<file path="src/include/mips_defines.svh">
`ifndef MIPS_DEFINES_SVH
`define MIPS_DEFINES_SVH

// Machine word and register index widths
`define DATA_WIDTH 32
`define REG_ADDR_WIDTH 5

// Byte address where the first instruction lives
`define TEXT_BASE 32'h0040_0000

// Memory sizes, in words
`define IMEM_DEPTH 64
`define DMEM_DEPTH 64

// Primary opcodes, instr[31:26]
`define OP_RTYPE 6'h00
`define OP_BEQ 6'h04
`define OP_ADDI 6'h08
`define OP_LW 6'h23
`define OP_SW 6'h2B

// R-type function codes, instr[5:0]
`define FN_ADD 6'h20
`define FN_SUB 6'h22
`define FN_AND 6'h24
`define FN_OR 6'h25
`define FN_SLT 6'h2A

`endif

</file>
<file path="src/design/mips_pkg.sv">
`include "mips_defines.svh"

package mips_pkg;

	typedef logic [`DATA_WIDTH-1:0] word_t;
	typedef logic [`REG_ADDR_WIDTH-1:0] regAddr_t;

	// ADD is zero so an all-zero control word is harmless
	typedef enum logic [2:0] {
		ADD = 3'd0,
		SUB = 3'd1,
		AND = 3'd2,
		OR = 3'd3,
		SLT = 3'd4
	} aluOp_t;

	// All zero means no-operation
	typedef struct packed {
		logic regWrite;
		logic memRead;
		logic memWrite;
		logic memToReg;
		logic aluSrc;
		logic regDst;
		aluOp_t aluOp;
	} ctrl_t;

	typedef struct packed {
		word_t instr;
		word_t pcPlus4;
	} ifId_t;

	typedef struct packed {
		ctrl_t ctrl;
		regAddr_t rs;
		regAddr_t rt;
		regAddr_t rd;
		word_t rsData;
		word_t rtData;
		word_t imm;
	} idEx_t;

	// Store data is the forwarded rt value
	typedef struct packed {
		logic regWrite;
		logic memRead;
		logic memWrite;
		logic memToReg;
		regAddr_t dest;
		word_t aluResult;
		word_t storeData;
	} exMem_t;

	typedef struct packed {
		logic regWrite;
		logic memToReg;
		regAddr_t dest;
		word_t aluResult;
		word_t loadData;
	} memWb_t;

endpackage

</file>
<file path="src/design/decodeUnit.sv">
`include "mips_defines.svh"

module decodeUnit (
	input logic clk,
	input logic rstN,
	input mips_pkg::ifId_t ifId,
	input mips_pkg::regAddr_t exDest,
	input logic exRegWrite,
	input logic exMemRead,
	input mips_pkg::regAddr_t memDest,
	input logic memRegWrite,
	input logic memMemRead,
	input mips_pkg::regAddr_t wbDest,
	input logic wbEn,
	input mips_pkg::word_t wbData,
	output mips_pkg::idEx_t idEx,
	output logic stall,
	output logic redirect,
	output logic flushIfId,
	output mips_pkg::word_t branchTarget
);
	import mips_pkg::*;

	logic [5:0] opcode;
	logic [5:0] funct;
	regAddr_t rs;
	regAddr_t rt;
	regAddr_t rd;
	word_t imm;
	word_t rsData;
	word_t rtData;
	ctrl_t ctrl;
	logic isBeq;
	logic usesRs;
	logic usesRt;
	logic exMatch;
	logic memMatch;
	logic loadUse;
	logic branchWait;

	assign opcode = ifId.instr[31:26];
	assign funct = ifId.instr[5:0];
	assign rs = ifId.instr[25:21];
	assign rt = ifId.instr[20:16];
	assign rd = ifId.instr[15:11];
	assign imm = {{16{ifId.instr[15]}}, ifId.instr[15:0]};

	regFile u_regFile (
		.clk(clk),
		.rstN(rstN),
		.rsAddr(rs),
		.rtAddr(rt),
		.wrAddr(wbDest),
		.wrEn(wbEn),
		.wrData(wbData),
		.rsData(rsData),
		.rtData(rtData)
	);

	// Control decode, unknown encodings fall out as all-zero
	always_comb begin
		ctrl = '0;
		isBeq = 1'b0;
		case (opcode)
			`OP_RTYPE: begin
				ctrl.regWrite = 1'b1;
				ctrl.regDst = 1'b1;
				case (funct)
					`FN_ADD: ctrl.aluOp = ADD;
					`FN_SUB: ctrl.aluOp = SUB;
					`FN_AND: ctrl.aluOp = AND;
					`FN_OR: ctrl.aluOp = OR;
					`FN_SLT: ctrl.aluOp = SLT;
					default: ctrl = '0;
				endcase
			end
			`OP_ADDI: begin
				ctrl.regWrite = 1'b1;
				ctrl.aluSrc = 1'b1;
			end
			`OP_LW: begin
				ctrl.regWrite = 1'b1;
				ctrl.memRead = 1'b1;
				ctrl.memToReg = 1'b1;
				ctrl.aluSrc = 1'b1;
			end
			`OP_SW: begin
				ctrl.memWrite = 1'b1;
				ctrl.aluSrc = 1'b1;
			end
			// beq resolves here and carries no control further down
			`OP_BEQ: isBeq = 1'b1;
			default: ctrl = '0;
		endcase
	end

	// Which source fields are really read
	assign usesRs = ctrl.regWrite | ctrl.memWrite | isBeq;
	assign usesRt = ctrl.regDst | ctrl.memWrite | isBeq;

	assign exMatch = (exDest != '0) &&
		((usesRs && exDest == rs) || (usesRt && exDest == rt));
	assign memMatch = (memDest != '0) &&
		((usesRs && memDest == rs) || (usesRt && memDest == rt));

	// Load in EX, its data only exists after MEM
	assign loadUse = exMemRead && exMatch;
	// beq compares register file values, so wait until the producer reaches MEM/WB
	// Both ALU results and loads in EX/MEM are still invisible here
	assign branchWait = isBeq &&
		((exRegWrite && exMatch) || ((memRegWrite || memMemRead) && memMatch));
	assign stall = loadUse || branchWait;

	assign branchTarget = ifId.pcPlus4 + {imm[`DATA_WIDTH-3:0], 2'b00};
	assign redirect = isBeq && (rsData == rtData) && !stall;
	// Kill the one wrong-path fetch behind a taken beq
	assign flushIfId = redirect;

	// Bubble into ID/EX while stalled
	always_comb begin
		if (stall) begin
			idEx = '0;
		end else begin
			idEx.ctrl = ctrl;
			idEx.rs = rs;
			idEx.rt = rt;
			idEx.rd = rd;
			idEx.rsData = rsData;
			idEx.rtData = rtData;
			idEx.imm = imm;
		end
	end

endmodule

</file>
<file path="src/design/regFile.sv">
module regFile (
	input logic clk,
	input logic rstN,
	input mips_pkg::regAddr_t rsAddr,
	input mips_pkg::regAddr_t rtAddr,
	input mips_pkg::regAddr_t wrAddr,
	input logic wrEn,
	input mips_pkg::word_t wrData,
	output mips_pkg::word_t rsData,
	output mips_pkg::word_t rtData
);
	import mips_pkg::*;

	localparam int NUM_REGS = 2 ** $bits(regAddr_t);

	word_t regs [NUM_REGS];
	logic wrLive;

	// $zero never takes a write, so it stays at its reset value
	assign wrLive = wrEn && (wrAddr != '0);

	always_ff @(posedge clk) begin
		if (!rstN) begin
			for (int i = 0; i < NUM_REGS; i++) begin
				regs[i] <= '0;
			end
		end else if (wrLive) begin
			regs[wrAddr] <= wrData;
		end
	end

	// Write-first bypass, decode sees the MEM/WB value this cycle
	assign rsData = (wrLive && wrAddr == rsAddr) ? wrData : regs[rsAddr];
	assign rtData = (wrLive && wrAddr == rtAddr) ? wrData : regs[rtAddr];

endmodule

</file>
<file path="config.mk">
export PLATFORM = sky130hd
export DESIGN_NAME = decodeUnit
export DESIGN_NICKNAME = d
export VERILOG_FILES = /design/src/design/mips_pkg.sv /design/src/design/decodeUnit.sv /design/src/design/regFile.sv
export VERILOG_INCLUDE_DIRS = /design/src /design/src/include
export SDC_FILE = /design/constraint.sdc
export NUM_CORES = 2
export LEC_CHECK = 0
export BUFFER_PORTS_ARGS = -buffer_cell sky130_fd_sc_hd__clkbuf_2
export CORE_MARGIN = 2
export CORE_UTILIZATION = 55
export CTS_CLUSTER_DIAMETER = 200
export DETAILED_ROUTE_END_ITERATION = 7
export HOLD_SLACK_MARGIN = 0.15
export PLACE_DENSITY = 0.83
export SLEW_MARGIN = 30
export SYNTH_ARGS = -nofsm -noshare
export SYNTH_HDL_FRONTEND = slang
export SYNTH_SLANG_ARGS = --single-unit
</file>
<file path="constraint.sdc">
create_clock -name clk -period 5.6 [get_ports clk]
set_input_delay 0.84 -clock clk [delete_from_list [all_inputs] [get_ports clk]]
set_output_delay 0.84 -clock clk [all_outputs]
set_load 0.01 [all_outputs]
</file>
Word level (Yosys, flattened, before mapping)
Memories as Yosys holds them, arrays and structs flattened.
Index checks and enable logic that the tools add are counted.
{"block": "totals", "regBits": 0, "ramBits": 1024, "inputBits": 118, "output_inout_bits": 155, "wordCells": 70, "mem_count": 1}
{"block": "op_classes", "add_sub_neg": 1, "eq_ne": 16, "mux": 19, "bitwise_logic": 4, "n_reduce_logical": 29}
{"name": "u_regFile.regs", "depth": 32, "word_bits": 32, "read_ports": 2, "rd_ports_with_merged_regs": 0, "write_ports": 32, "line_no": "regFile.sv:16", "text": "word_t regs [NUM_REGS];"}
{"cell": "$mux W120", "n": 1}
{"cell": "$mux W32", "n": 3}
{"cell": "$eq A6 B6 Y1 const B", "n": 7}
{"cell": "$add A32 B32 Y32", "n": 1}
{"cell": "$eq A32 B32 Y1", "n": 1}
{"cell": "$reduce_or A32 Y1", "n": 1}
{"cell": "$eq A5 B5 Y1", "n": 6}
{"cell": "$logic_and A1 B1 Y1", "n": 15}
{"cell": "$reduce_bool A5 Y1", "n": 3}
{"cell": "$pmux W3 S4", "n": 1}
{"cell": "$pmux W1 S2", "n": 5}
{"cell": "$eq A6 B3 Y1 const B", "n": 1}
{"cell": "$eq A6 B4 Y1 const B", "n": 1}
{"cell": "$logic_not A6 Y1", "n": 1}
{"cell": "$mux W1", "n": 6}
{"cell": "$mux W6", "n": 1}
{"cell": "$logic_or A1 B1 Y1", "n": 5}
{"cell": "$mux W5", "n": 1}
{"cell": "$reduce_or A5 Y1", "n": 1}
{"cell": "$mux W4", "n": 1}
{"cell": "$or A1 B1 Y1", "n": 4}
{"cell": "$reduce_or A3 Y1", "n": 1}
{"cell": "$reduce_or A2 Y1", "n": 1}
{"cell": "$logic_not A1 Y1", "n": 1}

Depth between registers and ports, before layout
{"block": "depth", "depth_word": 15, "depth_mapped": 16, "ltp_nobuf": 12}

Cells and area by module
A second synthesis with hierarchy kept.
{"block": "hier_totals", "hier_cells": 3967, "hier_area_um2": 56853.3}
{"mod": "regFile", "instances": 1, "cells_per_inst": 3499, "area_each_um2": 53612.7, "seq_area_each_um2": 30749.5}
{"mod": "decodeUnit", "instances": 1, "cells_per_inst": 468, "area_each_um2": 3240.6, "seq_area_each_um2": 0.0}

Least setup slack after synthesis
OpenSTA, ideal clock, no wires.
{"block": "synth_timing", "path_kind": "input-to-output", "from": "input port ifId[48] (netlist bit)", "to": "output port redirect", "t_arrival_ps": 3766, "t_required_ps": 4760, "setup_slack_ps": 994, "stages": 13, "path_buffers": 5, "cell_sequence": "buf_2 > buf_6 > buf_2 > buf_2 > mux4_2 > mux4_2 > nand2_1 > a21oi_1 > a21oi_1 > xnor2_1 > nand2_1 > nor4_2 > buf_4"}
{"block": "synth_via", "elab_chain_len": 10, "elab_cells_between_ends": 22, "classes_between": "eq/ne (4); mux (1); reduce/logical (16); memory (1)"}
{"item": "start: declaration", "line_no": "decodeUnit.sv:6", "text": "input mips_pkg::ifId_t ifId,"}
{"item": "parallel branches: the longest is 9 deep, another holds $mem_v2 Z32 W32"}
{"item": "$logic_and A1 B1 Y1 *", "line_no": "decodeUnit.sv:115", "text": "assign redirect = isBeq && (rsData == rtData) && !stall;"}
{"item": "end: declaration", "line_no": "decodeUnit.sv:18", "text": "output logic redirect,"}
Mark *: on every way between the ends.

Worst setup path after layout
{"block": "layout_timing", "from": "input port ifId[54] (netlist bit)", "to": "output port flushIfId"}
{"block": "layout_via", "elab_chain_len": 10, "elab_cells_between_ends": 22, "classes_between": "eq/ne (4); mux (1); reduce/logical (16); memory (1)"}
{"item": "parallel branches: the longest is 9 deep, another holds $mem_v2 Z32 W32"}
{"item": "$logic_and A1 B1 Y1 *", "line_no": "decodeUnit.sv:115"}
{"item": "end: declaration", "line_no": "decodeUnit.sv:19", "text": "output logic flushIfId,"}
Marked as above.

==> metrics <==
status finished with violations; failing checks DRC, setup timing; biggest regs u_regFile.regs x1024; Critical Path Stages 13; Async S/R FF share, synth 0; initial antenna violation count 19; pwr/cell area 294 nW/µm²; Fmax 177 MHz; Cell Count, Final, Fillers Out 5,790; Slew Viols, Final 0; Critical Path End flushIfId; worst setup margin -39.5 ps; die footprint 108,000 µm²; Sink Count 1,024; Final min period 5640 ps; area grow syn2layout 13.4%; final setup fails 2; pin count of the biggest net entering global routing 65; Max Cap Viol 0; Net Switching 5.13 mW; Ys Warns 0; Area contributors post-synth edfxtp_1 53%, mux4_2 20%, and2_1 11%, mux2i_1 3.7%, clkbuf_1 1.8%; relative slew slack 0.279; most frequent cells in the layout 1,024 x edfxtp_1, 998 x and2_1, 511 x mux4_2; drt total wl 207,000 µm; CTS tree built; Final HPWL DP 125,000 µm; Cell Area, Synth 58,100 µm²; via density per instance 7.26; crit-path cells buf_6, buf_4, mux4_2, mux4_2, nand2_1, a21oi_1, a21oi_1, xor2_1, nor4_4, nand2_1, nor4_4, buf_4, clkbuf_2; drt first pass iters 8; fraction of layout cells with a size suffix above 1 0.287; area of the core 105,000 µm²; placed insts 5,589; transition time of the tightest slew-check pin 1080 ps; slowest CP cell nor4_4; DRC violations left 2; Synth Instances 4,108; Cell Int Power 14.3 mW; number of I/O port buffers 268; vias 42,000; register area share after synthesis 0.530; crit end category output pin; top cell type's share of synthesized area 0.530; Largest Register u_regFile.regs; worst-path fanout max 36; crit path from ifId[54]; Pleak 23.8 nW; final-report hold violation count 0; Die Ht 329 µm; clock share of power 0.370; most common cell after layout, fill and taps aside edfxtp_1; post-synth cell types 58; dpl cell area 62,300 µm²; Final #Nets 4,451; Core Util, Final 0.628; GRT Overall Usage 0.381; CTS root buffer clkbuf_16; combinational power share 0.160; Post-synth EDFFs 1,024; DR WL/cell 35.8 µm; CTS max path bufs 3; Largest register FFs 1,024; Syn Area/Cell 14.1 µm²; Top delay family on crit path simple AND/OR/NAND/NOR gates; Seq cells post-synth 1,024; Worst Setup Path Type in2out; H-Tree Depth 3; sequential power share 0.470; total congestion overflow 0; first-pass GRT wire length 291,000 µm; DIE WIDTH 329 µm; Starting Density 0.553; crit start category input port; Routed Antenna Nets 0; DR iter-0 viols 7,660; Clock Pin Slew Worst Setup and Hold Paths 70 ps; slowest stage delay, CP 530 ps; Rows 119; Hold-fix buffers, CTS 0; top_reg_cell synth edfxtp_1; I/O pins 273; Final Cycle Share 1.01; Design Area, Final 65,900 µm²; RD Place Congestion 0.982; worst vdd ir 0.247 mV; Arrival @ worst endpoint 4800 ps; worst path bufs/invs 4; Req. time, crit path 4760 ps; Hold WC Path Type in2reg; Switching Fraction 0.265; post-synth top area cell edfxtp_1; vias in the first global route 41,700; CTS buffer count 101
## area by class of cell
class / instances / area, µm²
Sequential cell: 1024 / 30700
Timing Repair Buffer: 500 / 3950
Antenna cell: 16 / 40.0
Clock buffer: 118 / 2630
Inverter: 40 / 156
Clock inverter: 65 / 761
Tap cell: 1391 / 1740
Multi-Input combinational cell: 2636 / 25800
Fill cell: 7185 / 39100
## worst min-delay path by stage
stage / endpoint / slack, ps / startpoint / depth (start not counted)
floorplan: u_regFile.regs[1][31] / 1040 / wbData[31] / 1
global placement: u_regFile.regs[4][26] / 1530 / wbData[26] / 2
detailed placement: u_regFile.regs[12][26] / 1530 / wbData[26] / 2
CTS: u_regFile.regs[18][12] / 810 / wbData[12] / 2
global route: u_regFile.regs[18][12] / 860 / wbData[12] / 2
finish: u_regFile.regs[22][12] / 830 / wbData[12] / 2
## cell usage after synthesis (9+ instances only)
cell type	count
mux2i_1	212
o21ai_0	46
nand2_1	134
nor3_1	23
buf_1	23
inv_1	36
buf_2	62
edfxtp_1	1024
a22oi_1	88
clkbuf_1	271
a21o_1	9
a21oi_1	131
and2_1	998
xor2_1	51
buf_6	17
ha_1	29
buf_4	66
mux4_2	511
nand4_1	14
xnor2_1	35
nand3_1	51
nor2_1	152
## logic make-up after synthesis
group	count (synthesis)	synth area share
compound gates	344	0.0374
xor+xnor	86	0.0130
fa+ha+maj	30	0.00659
buf+inv	479	0.0388
flops	1024	0.530
mux	725	0.235
other cells	1	0.0000646
simple gates	1419	0.140
## metrics by stage
stage | worst slack (ps) | total power, mW | setup TNS [ps] | hold slack [ps]
floorplan | 994 | 11.0 | 0 | 1040
global placement | -244 | 12.1 | -485 | 1530
detailed placement | -232 | 12.2 | -462 | 1530
CTS | 20.9 | 19.2 | 0 | 806
global route | -22.2 | 19.7 | -42.5 | 859
finish | -39.5 | 19.4 | -77.4 | 832
## metal layers
layer  vias to the layer above  share of wire  wire [µm]  track usage
met1                     20400           0.30      62400        0.462
met3                      1100           0.18      36900        0.149
met4                        16          0.077      15900        0.246
li1                      15900              -          -            -
met2                      4601           0.44      91700        0.570
met5                         -        0.00060        124      0.00261
## power by group through the flow
stage	Combinational (mW)	Sequential, mW	Clock [mW]
6_report	3.10	9.10	7.18
5_1_grt	3.18	9.13	7.42
4_1_cts	2.98	9.08	7.13
3_5_place_dp	2.95	9.23	0
3_3_place_gp	2.88	9.19	0
2_1_floorplan	1.83	9.16	0
## what timing repair did
item / CTS / global route
endpoints found under the hold margin: 0 / 0
endpoints found under the setup margin: 2 / 2
pin swaps: 0 / 2
buffers inserted: 0 / 0
gates resized for setup: 3 / 11
Power figures use the tool's default switching activity.
