`src/include/mips_defines.svh`:
```
`ifndef MIPS_DEFINES_SVH
`define MIPS_DEFINES_SVH

// Machine word and register index widths
`define DATA_WIDTH 32
`define REG_ADDR_WIDTH 5

// Byte address where the first instruction lives
`define TEXT_BASE 32'h0040_0000

// Memory sizes, in words
`define IMEM_DEPTH 64
`define DMEM_DEPTH 64

// Primary opcodes, instr[31:26]
`define OP_RTYPE 6'h00
`define OP_BEQ 6'h04
`define OP_ADDI 6'h08
`define OP_LW 6'h23
`define OP_SW 6'h2B

// R-type function codes, instr[5:0]
`define FN_ADD 6'h20
`define FN_SUB 6'h22
`define FN_AND 6'h24
`define FN_OR 6'h25
`define FN_SLT 6'h2A

`endif

```
`src/design/mips_pkg.sv`:
```
`include "mips_defines.svh"

package mips_pkg;

	typedef logic [`DATA_WIDTH-1:0] word_t;
	typedef logic [`REG_ADDR_WIDTH-1:0] regAddr_t;

	// ADD is zero so an all-zero control word is harmless
	typedef enum logic [2:0] {
		ADD = 3'd0,
		SUB = 3'd1,
		AND = 3'd2,
		OR = 3'd3,
		SLT = 3'd4
	} aluOp_t;

	// All zero means no-operation
	typedef struct packed {
		logic regWrite;
		logic memRead;
		logic memWrite;
		logic memToReg;
		logic aluSrc;
		logic regDst;
		aluOp_t aluOp;
	} ctrl_t;

	typedef struct packed {
		word_t instr;
		word_t pcPlus4;
	} ifId_t;

	typedef struct packed {
		ctrl_t ctrl;
		regAddr_t rs;
		regAddr_t rt;
		regAddr_t rd;
		word_t rsData;
		word_t rtData;
		word_t imm;
	} idEx_t;

	// Store data is the forwarded rt value
	typedef struct packed {
		logic regWrite;
		logic memRead;
		logic memWrite;
		logic memToReg;
		regAddr_t dest;
		word_t aluResult;
		word_t storeData;
	} exMem_t;

	typedef struct packed {
		logic regWrite;
		logic memToReg;
		regAddr_t dest;
		word_t aluResult;
		word_t loadData;
	} memWb_t;

endpackage

```
`src/design/executeUnit.sv`:
```
`include "mips_defines.svh"

module executeUnit (
	input mips_pkg::idEx_t idEx,
	input logic memFwdEn,
	input mips_pkg::regAddr_t memFwdDest,
	input mips_pkg::word_t memFwdData,
	input logic wbFwdEn,
	input mips_pkg::regAddr_t wbFwdDest,
	input mips_pkg::word_t wbFwdData,
	output mips_pkg::exMem_t exMem
);
	import mips_pkg::*;

	word_t opA;
	word_t fwdRt;
	word_t opB;
	word_t aluResult;

	// Youngest producer wins
	// $zero is never forwarded
	function automatic word_t fwdSelect(
		input regAddr_t src,
		input word_t regVal,
		input logic memEn,
		input regAddr_t memDest,
		input word_t memData,
		input logic wbEn,
		input regAddr_t wbDest,
		input word_t wbData
	);
		word_t sel;
		sel = regVal;
		if (src != '0 && memEn && memDest == src) begin
			sel = memData;
		end else if (src != '0 && wbEn && wbDest == src) begin
			sel = wbData;
		end
		return sel;
	endfunction

	assign opA = fwdSelect(idEx.rs, idEx.rsData, memFwdEn, memFwdDest, memFwdData,
		wbFwdEn, wbFwdDest, wbFwdData);
	assign fwdRt = fwdSelect(idEx.rt, idEx.rtData, memFwdEn, memFwdDest, memFwdData,
		wbFwdEn, wbFwdDest, wbFwdData);
	// Immediate for addi, lw and sw
	assign opB = idEx.ctrl.aluSrc ? idEx.imm : fwdRt;

	always_comb begin
		case (idEx.ctrl.aluOp)
			ADD: aluResult = opA + opB;
			SUB: aluResult = opA - opB;
			AND: aluResult = opA & opB;
			OR: aluResult = opA | opB;
			// signed compare
			SLT: aluResult = {{(`DATA_WIDTH-1){1'b0}}, $signed(opA) < $signed(opB)};
			default: aluResult = opA + opB;
		endcase
	end

	assign exMem.regWrite = idEx.ctrl.regWrite;
	assign exMem.memRead = idEx.ctrl.memRead;
	assign exMem.memWrite = idEx.ctrl.memWrite;
	assign exMem.memToReg = idEx.ctrl.memToReg;
	// rd for R-type and rt otherwise
	assign exMem.dest = idEx.ctrl.regDst ? idEx.rd : idEx.rt;
	assign exMem.aluResult = aluResult;
	assign exMem.storeData = fwdRt;

endmodule

```
`config.mk`:
```
export PLATFORM = sky130hd
export DESIGN_NAME = executeUnit
export DESIGN_NICKNAME = d
export VERILOG_FILES = /design/src/design/mips_pkg.sv /design/src/design/executeUnit.sv
export VERILOG_INCLUDE_DIRS = /design/src /design/src/include
export SDC_FILE = /design/constraint.sdc
export NUM_CORES = 1
export LEC_CHECK = 0
export BUFFER_PORTS_ARGS = -buffer_cell sky130_fd_sc_hd__buf_4
export CORE_UTILIZATION = 57
export DETAILED_ROUTE_END_ITERATION = 10
export PLACE_DENSITY = 0.95
export REMOVE_ABC_BUFFERS = 1
export SLEW_MARGIN = 20
export SYNTH_ARGS = -nofsm -noshare
export SYNTH_HDL_FRONTEND = slang
export SYNTH_SLANG_ARGS = --single-unit
```
`constraint.sdc`:
```
create_clock -name vclk -period 10.1
set_clock_uncertainty 0.15 [all_clocks]
set_input_delay 1.515 -clock vclk [all_inputs]
set_output_delay 1.515 -clock vclk [all_outputs]
set_load 0.03 [all_outputs]
```
Yosys cells after proc, flatten, opt, wreduce, memory -nomap -nowiden
Cells that the tools add are included.
W data, S select, Z words.
Operators by class
  add/sub/neg operators: 2
  multiply operators: 0
  div/mod/pow operators: 0
  order comparisons: 1
  equal/unequal tests: 8
  shift operators: 0
  multiplexer cells: 7
  bitwise logic cells: 2
  reductions and logical operators: 10
Operators by type and width (number)
  $mux W32: 5
  $pmux W32 S4: 1
  $add A32 B32 Y32: 1
  $and A32 B32 Y32: 1
  $lt A32 B32 Y1: 1
  $or A32 B32 Y32: 1
  $sub A32 B32 Y32: 1
  $eq A5 B5 Y1: 4
  $reduce_bool A5 Y1: 2
  $logic_and A1 B1 Y1: 8
  $eq A3 B2 Y1 const B: 2
  $mux W5: 1
  $eq A3 B1 Y1 const B: 1
  $eq A3 B3 Y1 const B: 1
Word-level totals
  register bits: 0
  latch bits: 0
  bits in writable memories: 0
  memory bits (read-only): 0
  input port bits: 196
  memories kept: 0

Longest topological paths before layout
Gate-level depths: netlist of the first run.
  depth in word-level cells: 8
  depth in mapped cells: 19
  mapped depth without buffers: 18

Worst setup path after synthesis of the first run
Ideal clock, no wire load.
  kind: input port to output port
  start: input idEx[102] in the netlist's numbering
  end: output exMem[62] in the netlist's numbering
  arrival time: 6.330 ns
  data required time: 8.435 ns
  slack: 2.105 ns
  stages: 18
  path buffers: 1
  path through: or4_1 > nor2_1 > nor4_2 > buf_2 > mux2i_1 > o21ai_0 > mux2_2 > ha_1 > inv_1 > fa_1 > nand2b_1 > a21oi_1 > a21oi_1 > a21oi_1 > a221o_1 > a211oi_1 > or4_1 > a32oi_1
RTL lines
  start, declared: line executeUnit.sv:4  | input mips_pkg::idEx_t idEx,
  end, declared: line executeUnit.sv:11  | output mips_pkg::exMem_t exMem

==> impl_metrics.csv, run 1 <==
group,metric,value,unit
status,status,"complete, no violations",
route,drt-total-wl,26600,um
synthesis,synthXorXnorAreaFrac,4.26,%
synthesis,synthesis.area,0.00720,mm2
grt,grt_max_degree,65,
hold_path,whs_endpoint,"exMem[71]",
critical_path,start_kind,"input pin",
final_layout,syn_to_final_growth,28.2,%
timing,max-slew-margin-rel,36.9,%
die,die-area,0.0131,mm2
synthesis,synthAdderAreaFrac,18.5,%
timing,finalSetupViolCount,0,
hold_path,worstHoldPathCells,0,
synthesis,synth_top_area_share,17.9,%
final_layout,drive_gt1_share,25.4,%
critical_path,required,8.44,ns
critical_path,crit_path_cell_trace,"buf_4, or4_1, nor2_1, nor4_4, buf_4, mux2i_1, o21ai_0, mux2_2, ha_1, inv_1, fa_1, nand2b_1, a21oi_1, a21oi_1, a21oi_1, a221o_1, a211oi_1, o21ai_0, xnor2_1, o21ai_1, buf_4",
power_and_ir_drop,power.density,82.6,mW/mm2
power_and_ir_drop,ir_drop,0.0000586,V
final_layout,antenna_cells,0,
final_layout,nFlopsAndLatches,0,
grt,grt_remaining_overflow,0,
timing,tightestPinTransition,0.943,ns
placed_design,dp_cells,1449,
synthesis,synth_top_cell_by_area,"ha_1",
timing,layout_worst_path_cycle_share,80.9,%
placed_design,hpwl,21000,um
hold_path,hp-class,"input pin to primary output",
die,die_w,114,um
power_and_ir_drop,total_power,762,uW
timing,whs,2.88,ns
placed_design,io_buffers,261,
critical_path,crit_type,"input pin to primary output",
final_layout,final-seq-area,0,um2
clocking,cts_setup_buffers,0,
synthesis,synth_warnings,0,
timing,max_freq,122,MHz
synthesis,synth_top_family_by_area,"compound AO/OA/AOI/OAI gates",
critical_path,cp_max_fo,17,
synthesis,synthCells,1076,
placed_design,place_congestion,0.997,
timing,period_needed,8.17,ns
clocking,cts_resized,0,
synthesis,muxShareOfSynthArea,15.1,%
timing,finalHoldViolations,0,
critical_path,cp-end-kind,"primary output",
power_and_ir_drop,power_leakage,0.00425,uW
grt,gr-usage-all-layers,38.7,%
route,vias,9139,
route,first_pass_iters,6,
critical_path,critical-path-slowest-cell,"a211oi_1",
synthesis,synth_cell_types,76,
route,viasPerCell,6.30,
synthesis,syn_avg_cell_area,6.69,um2
timing,rsz0062_at_grt,"false",
synthesis,yosys.area_share.simple,18.3,%
die,die_y,114,um
synthesis,synth-compound-area-share,34.5,%
timing,slew_violations,0,
route,drc,0,
grt,grt_pass1_vias,8560,
synthesis,synth_area_leaders,"ha_1 (18%), mux2i_1 (10%), a21oi_1 (6.1%), nand2_1 (5.9%), o21ai_0 (5.9%)",
route,avgRoutedWirePerCell,18.4,um
clocking,hold_buffers,0,
die,coreArea,0.0122,mm2
route,drt_iter0_drc,791,
critical_path,critPathMaxStageDelay,0.56,ns
final_layout,num-fill-cells,998,
final_layout,fin_cells,1450,
final_layout,clock_buffer_count,0,
die,placementRows,40,
synthesis,synth_seq_area_share,0,%
route,antenna_left,0,
grt,antenna_found_initial,0,
hold_path,min_from,"idEx[118]",
final_layout,fin_nets,1585,
grt,grt_pass1_wl,41500,um
timing,tns,0,ns
die,num_io_pins,269,
die,start_util,59.2,%
flow_run,drv_cap,0,
critical_path,crit_arrival,6.51,ns
Yosys cell counts (4+ instances only):
cell type  number
mux2i_1        75
a221oi_1        8
buf_4           4
a22oi_1         6
nand3_1        15
a221o_1        19
a211oi_1       14
o211ai_1       11
nor4_1          8
nand2b_1       11
ha_1          103
nor3_1         24
o21ai_1        19
o221ai_1       13
nand2_1       114
o31ai_1         8
a21o_1         22
a31oi_1         7
nand4_1        17
clkbuf_1       44
o22ai_1         5
nor2_1         74
inv_1         100
o21ai_0        85
buf_2          16
mux2_2         30
o21a_1         14
o21bai_1       14
xor2_1         11
xnor2_1        24
or4_1           4
a21oi_1        87
nor2b_1         5
cells in the final DEF, fill, tap and decap left out, types with 22 or more instances in the layout:
master,n
a21o_1,22
a21oi_1,87
buf_4,272
ha_1,103
inv_1,100
mux2_2,30
mux2i_1,75
nand2_1,114
nor2_1,74
nor3_1,23
o21ai_0,85
xnor2_1,23
cell families after synthesis:
family / Yosys count
simple gates: 289
buf+inv: 169
mux: 105
xor+xnor: 35
compound gates: 373
fa+ha+maj: 105
worst max-delay path by stage:
stage           endpoint  startpoint  slack (ns)  cells after the start
2_1_floorplan  exMem[62]   idEx[108]       -1.02                     14
3_3_place_gp   exMem[58]   idEx[102]        2.15                     21
3_5_place_dp   exMem[58]   idEx[102]        2.08                     21
4_1_cts        exMem[58]   idEx[102]        2.08                     21
5_1_grt        exMem[58]   idEx[102]        1.71                     21
6_report       exMem[58]   idEx[102]        1.93                     21
metrics by stage:
stage	cell area, um2	utilization [%]	worst slack, ns
after floorplan	6910	-	-1.02
after global placement	9220	75.8	2.15
after detailed placement	9220	75.8	2.08
after CTS	9220	75.8	2.08
after global routing	9230	75.9	1.71
final	9230	75.9	1.93
critical path, delay by kind of cell:
kind	cells	cell delay [ns]
fa+ha+maj	2	0.44
mux	2	0.50
xor+xnor	1	0.18
buf+inv	4	0.66
simple gates	4	1.06
compound gates	8	2.14
per-layer routing:
layer | up-vias | GRT usage (%) | part of all wire, % | wire [um]
li1 | 4328 | - | - | -
met1 | 4189 | 49.9 | 40 | 10800
met2 | 544 | 66.8 | 47 | 12500
met3 | 78 | 3.97 | 9.6 | 2560
met4 | 0 | 13.2 | 3.1 | 833
met5 | - | 0 | 0 | 0
power by group:
part / total, uW / internal (uW) / leakage [uW] / switching [uW]
registers: 0 / 0 / 0 / 0
clock network: 0 / 0 / 0 / 0
logic: 762 / 302 / 0.00425 / 460
total: 762 / 302 / 0.00425 / 460
final cells by class:
cell class | count | area, um2 | area share (%)
Timing Repair Buffer | 273 | 2050 | 22.3
Inverter | 102 | 383 | 4.15
Tap cell | 168 | 210 | 2.28
Multi-Input combinational cell | 907 | 6580 | 71.3
No activity file was read; power rests on OpenSTA's default activity.
==> inputs of run 2 (changes only) <==
- ABC_AREA: not set -> 1
- CORE_UTILIZATION: 57 -> 55
- clock period: 10.1 -> 7.7 ns (I/O delays scaled with it)
==> impl_metrics.csv, run 2 <==
group,metric,value,unit
final_layout,final-seq-area,0,um2
timing,tightestPinTransition,1.12,ns
route,drt-total-wl,34900,um
die,die-area,0.0165,mm2
critical_path,required,6.39,ns
critical_path,critPathMaxStageDelay,0.59,ns
critical_path,crit_arrival,5.57,ns
synthesis,synth_most_common_cell,"nand2_1",
final_layout,nFlopsAndLatches,0,
route,drt_iter0_drc,1283,
final_layout,clock_buffer_count,0,
die,placementRows,45,
route,viasPerCell,5.57,
die,start_util,57.1,%
clocking,hold_buffers,0,
timing,finalSetupViolCount,0,
grt,grt_remaining_overflow,0,
timing,finalHoldViolations,0,
flow_run,drv_cap,0,
route,first_pass_iters,6,
synthesis,synth_seq_area_share,0,%
timing,tns,0,ns
timing,max_freq,145,MHz
grt,grt_pass1_wl,54000,um
placed_design,hpwl,28800,um
synthesis,synth_cell_types,43,
placed_design,dp_worst_setup_slack,0.961,ns
synthesis,synth_warnings,0,
synthesis,synth_top_area_share,27.7,%
synthesis,ys_top_cells_by_count,"nand2_1 (646), inv_1 (274), a21oi_1 (147)",
final_layout,fin_nets,2306,
route,drc,0,
synthesis,syn_avg_cell_area,4.88,um2
timing,period_needed,6.88,ns
timing,whs,2.16,ns
placed_design,place_congestion,1.17,
final_layout,fin_cells,2215,
timing,max-slew-margin-rel,24.7,%
die,die_w,128,um
critical_path,path_buf_inv,4,
critical_path,cp_max_fo,57,
die,num_io_pins,269,
placed_design,io_buffers,261,
synthesis,synthesis.area,0.00877,mm2
route,avgRoutedWirePerCell,15.7,um
route,vias,12300,
critical_path,cpMostUsedCell,"nand2_1",
timing,slew_violations,0,
grt,grt_max_degree,58,
final_layout,drive_gt1_share,18.6,%
critical_path,critical-path-slowest-cell,"o21ai_0",
timing,layout_worst_path_cycle_share,89.3,%
synthesis,synthCells,1797,
synthesis,synth_top_cell_by_area,"nand2_1",
final_layout,syn_to_final_growth,22.7,%
die,die_y,128,um
route,antenna_left,0,
final_layout,final_common_cell,"nand2_1",
placed_design,dp_cells,2214,
die,coreArea,0.0154,mm2
clocking,cts_resized,0,
grt,grt_pass1_vias,11100,
critical_path,crit_type,"input pin to primary output",
timing,rsz0062_at_grt,"false",
grt,gr-usage-all-layers,40.9,%
grt,antenna_found_initial,0,
hold_path,hp-class,"input pin to primary output",
clocking,cts_setup_buffers,0,
critical_path,crit_path_cell_trace,"buf_4, xnor2_1, nand3_1, nor3_4, nand2_4, nand2_1, o21ai_1, nand2_1, nand2_2, inv_2, ha_1, inv_1, fa_1, o21ai_0, nand2_1, nand2_1, nand2_1, nand2_1, nand2_1, nand2_1, nand2_1, nand3_1, nand3_1, buf_4",
critical_path,cp-end-kind,"primary output",
status,status,"complete, no violations",
timing,setup_ws,0.824,ns
critical_path,start_kind,"input pin",
critical_path,critPathTopFamily,"simple AND/OR/NAND/NOR gates",
final_layout,final_cell_mix,"nand2_1 (644), inv_1 (274), buf_4 (271)",
synthesis,synth_area_leaders,"nand2_1 (28%), ha_1 (15%), inv_1 (12%), a21oi_1 (8.4%), nand3_1 (7.8%)",
## run 2: cell types whose count changed after synthesis, sizes merged, moves of 19 or more
cell	change
mux2i	-75
a221o	-19
xnor2	-20
o21ai	-23
mux2	-30
nor2	+61
a21oi	+58
nand2	+556
nand3	+122
or2	+53
inv	+200
a21o	-22
## run 2: final timing paths
path	from	endpoint	slack, ns	cells past startpoint
min	idEx[118]	exMem[71]	2.16	0
max	idEx[108]	exMem[60]	0.82	24
## run 2: area by class of cell
cell class	instances	area (um2)
Fill cell	1472	4610
Inverter	305	1140
Multi-Input combinational cell	1427	7320
Tap cell	211	264
Antenna cell	1	2.50
Timing Repair Buffer	271	2030
## run 2: cell families (layout without fill, tap and decap cells)
| group | after synthesis | count (layout) | share of synthesized area (%) |
|---|---|---|---|
| simple gates | 1042 | 1042 | 50.1 |
| other cells | 0 | 1 | 0 |
| fa+ha+maj | 105 | 105 | 15.2 |
| compound gates | 264 | 264 | 16.5 |
| buf+inv | 370 | 576 | 16.7 |
| xor+xnor | 16 | 16 | 1.60 |
## run 2: per-stage QoR
| step | util [%] | area [um2] |
|---|---|---|
| 2_1_floorplan | - | 8450 |
| 3_3_place_gp | 70.0 | 10800 |
| 3_5_place_dp | 70.0 | 10800 |
| 4_1_cts | 70.0 | 10800 |
| 5_1_grt | 70.0 | 10800 |
| 6_report | 70.0 | 10800 |
## run 2: per-layer routing
layer	vias to the layer above	share of wire [%]	GRT usage (%)
met3	103	11	5.93
met1	5463	40	51.0
li1	5994	-	-
met4	0	3.3	14.1
met2	768	46	71.4
met5	-	0	0
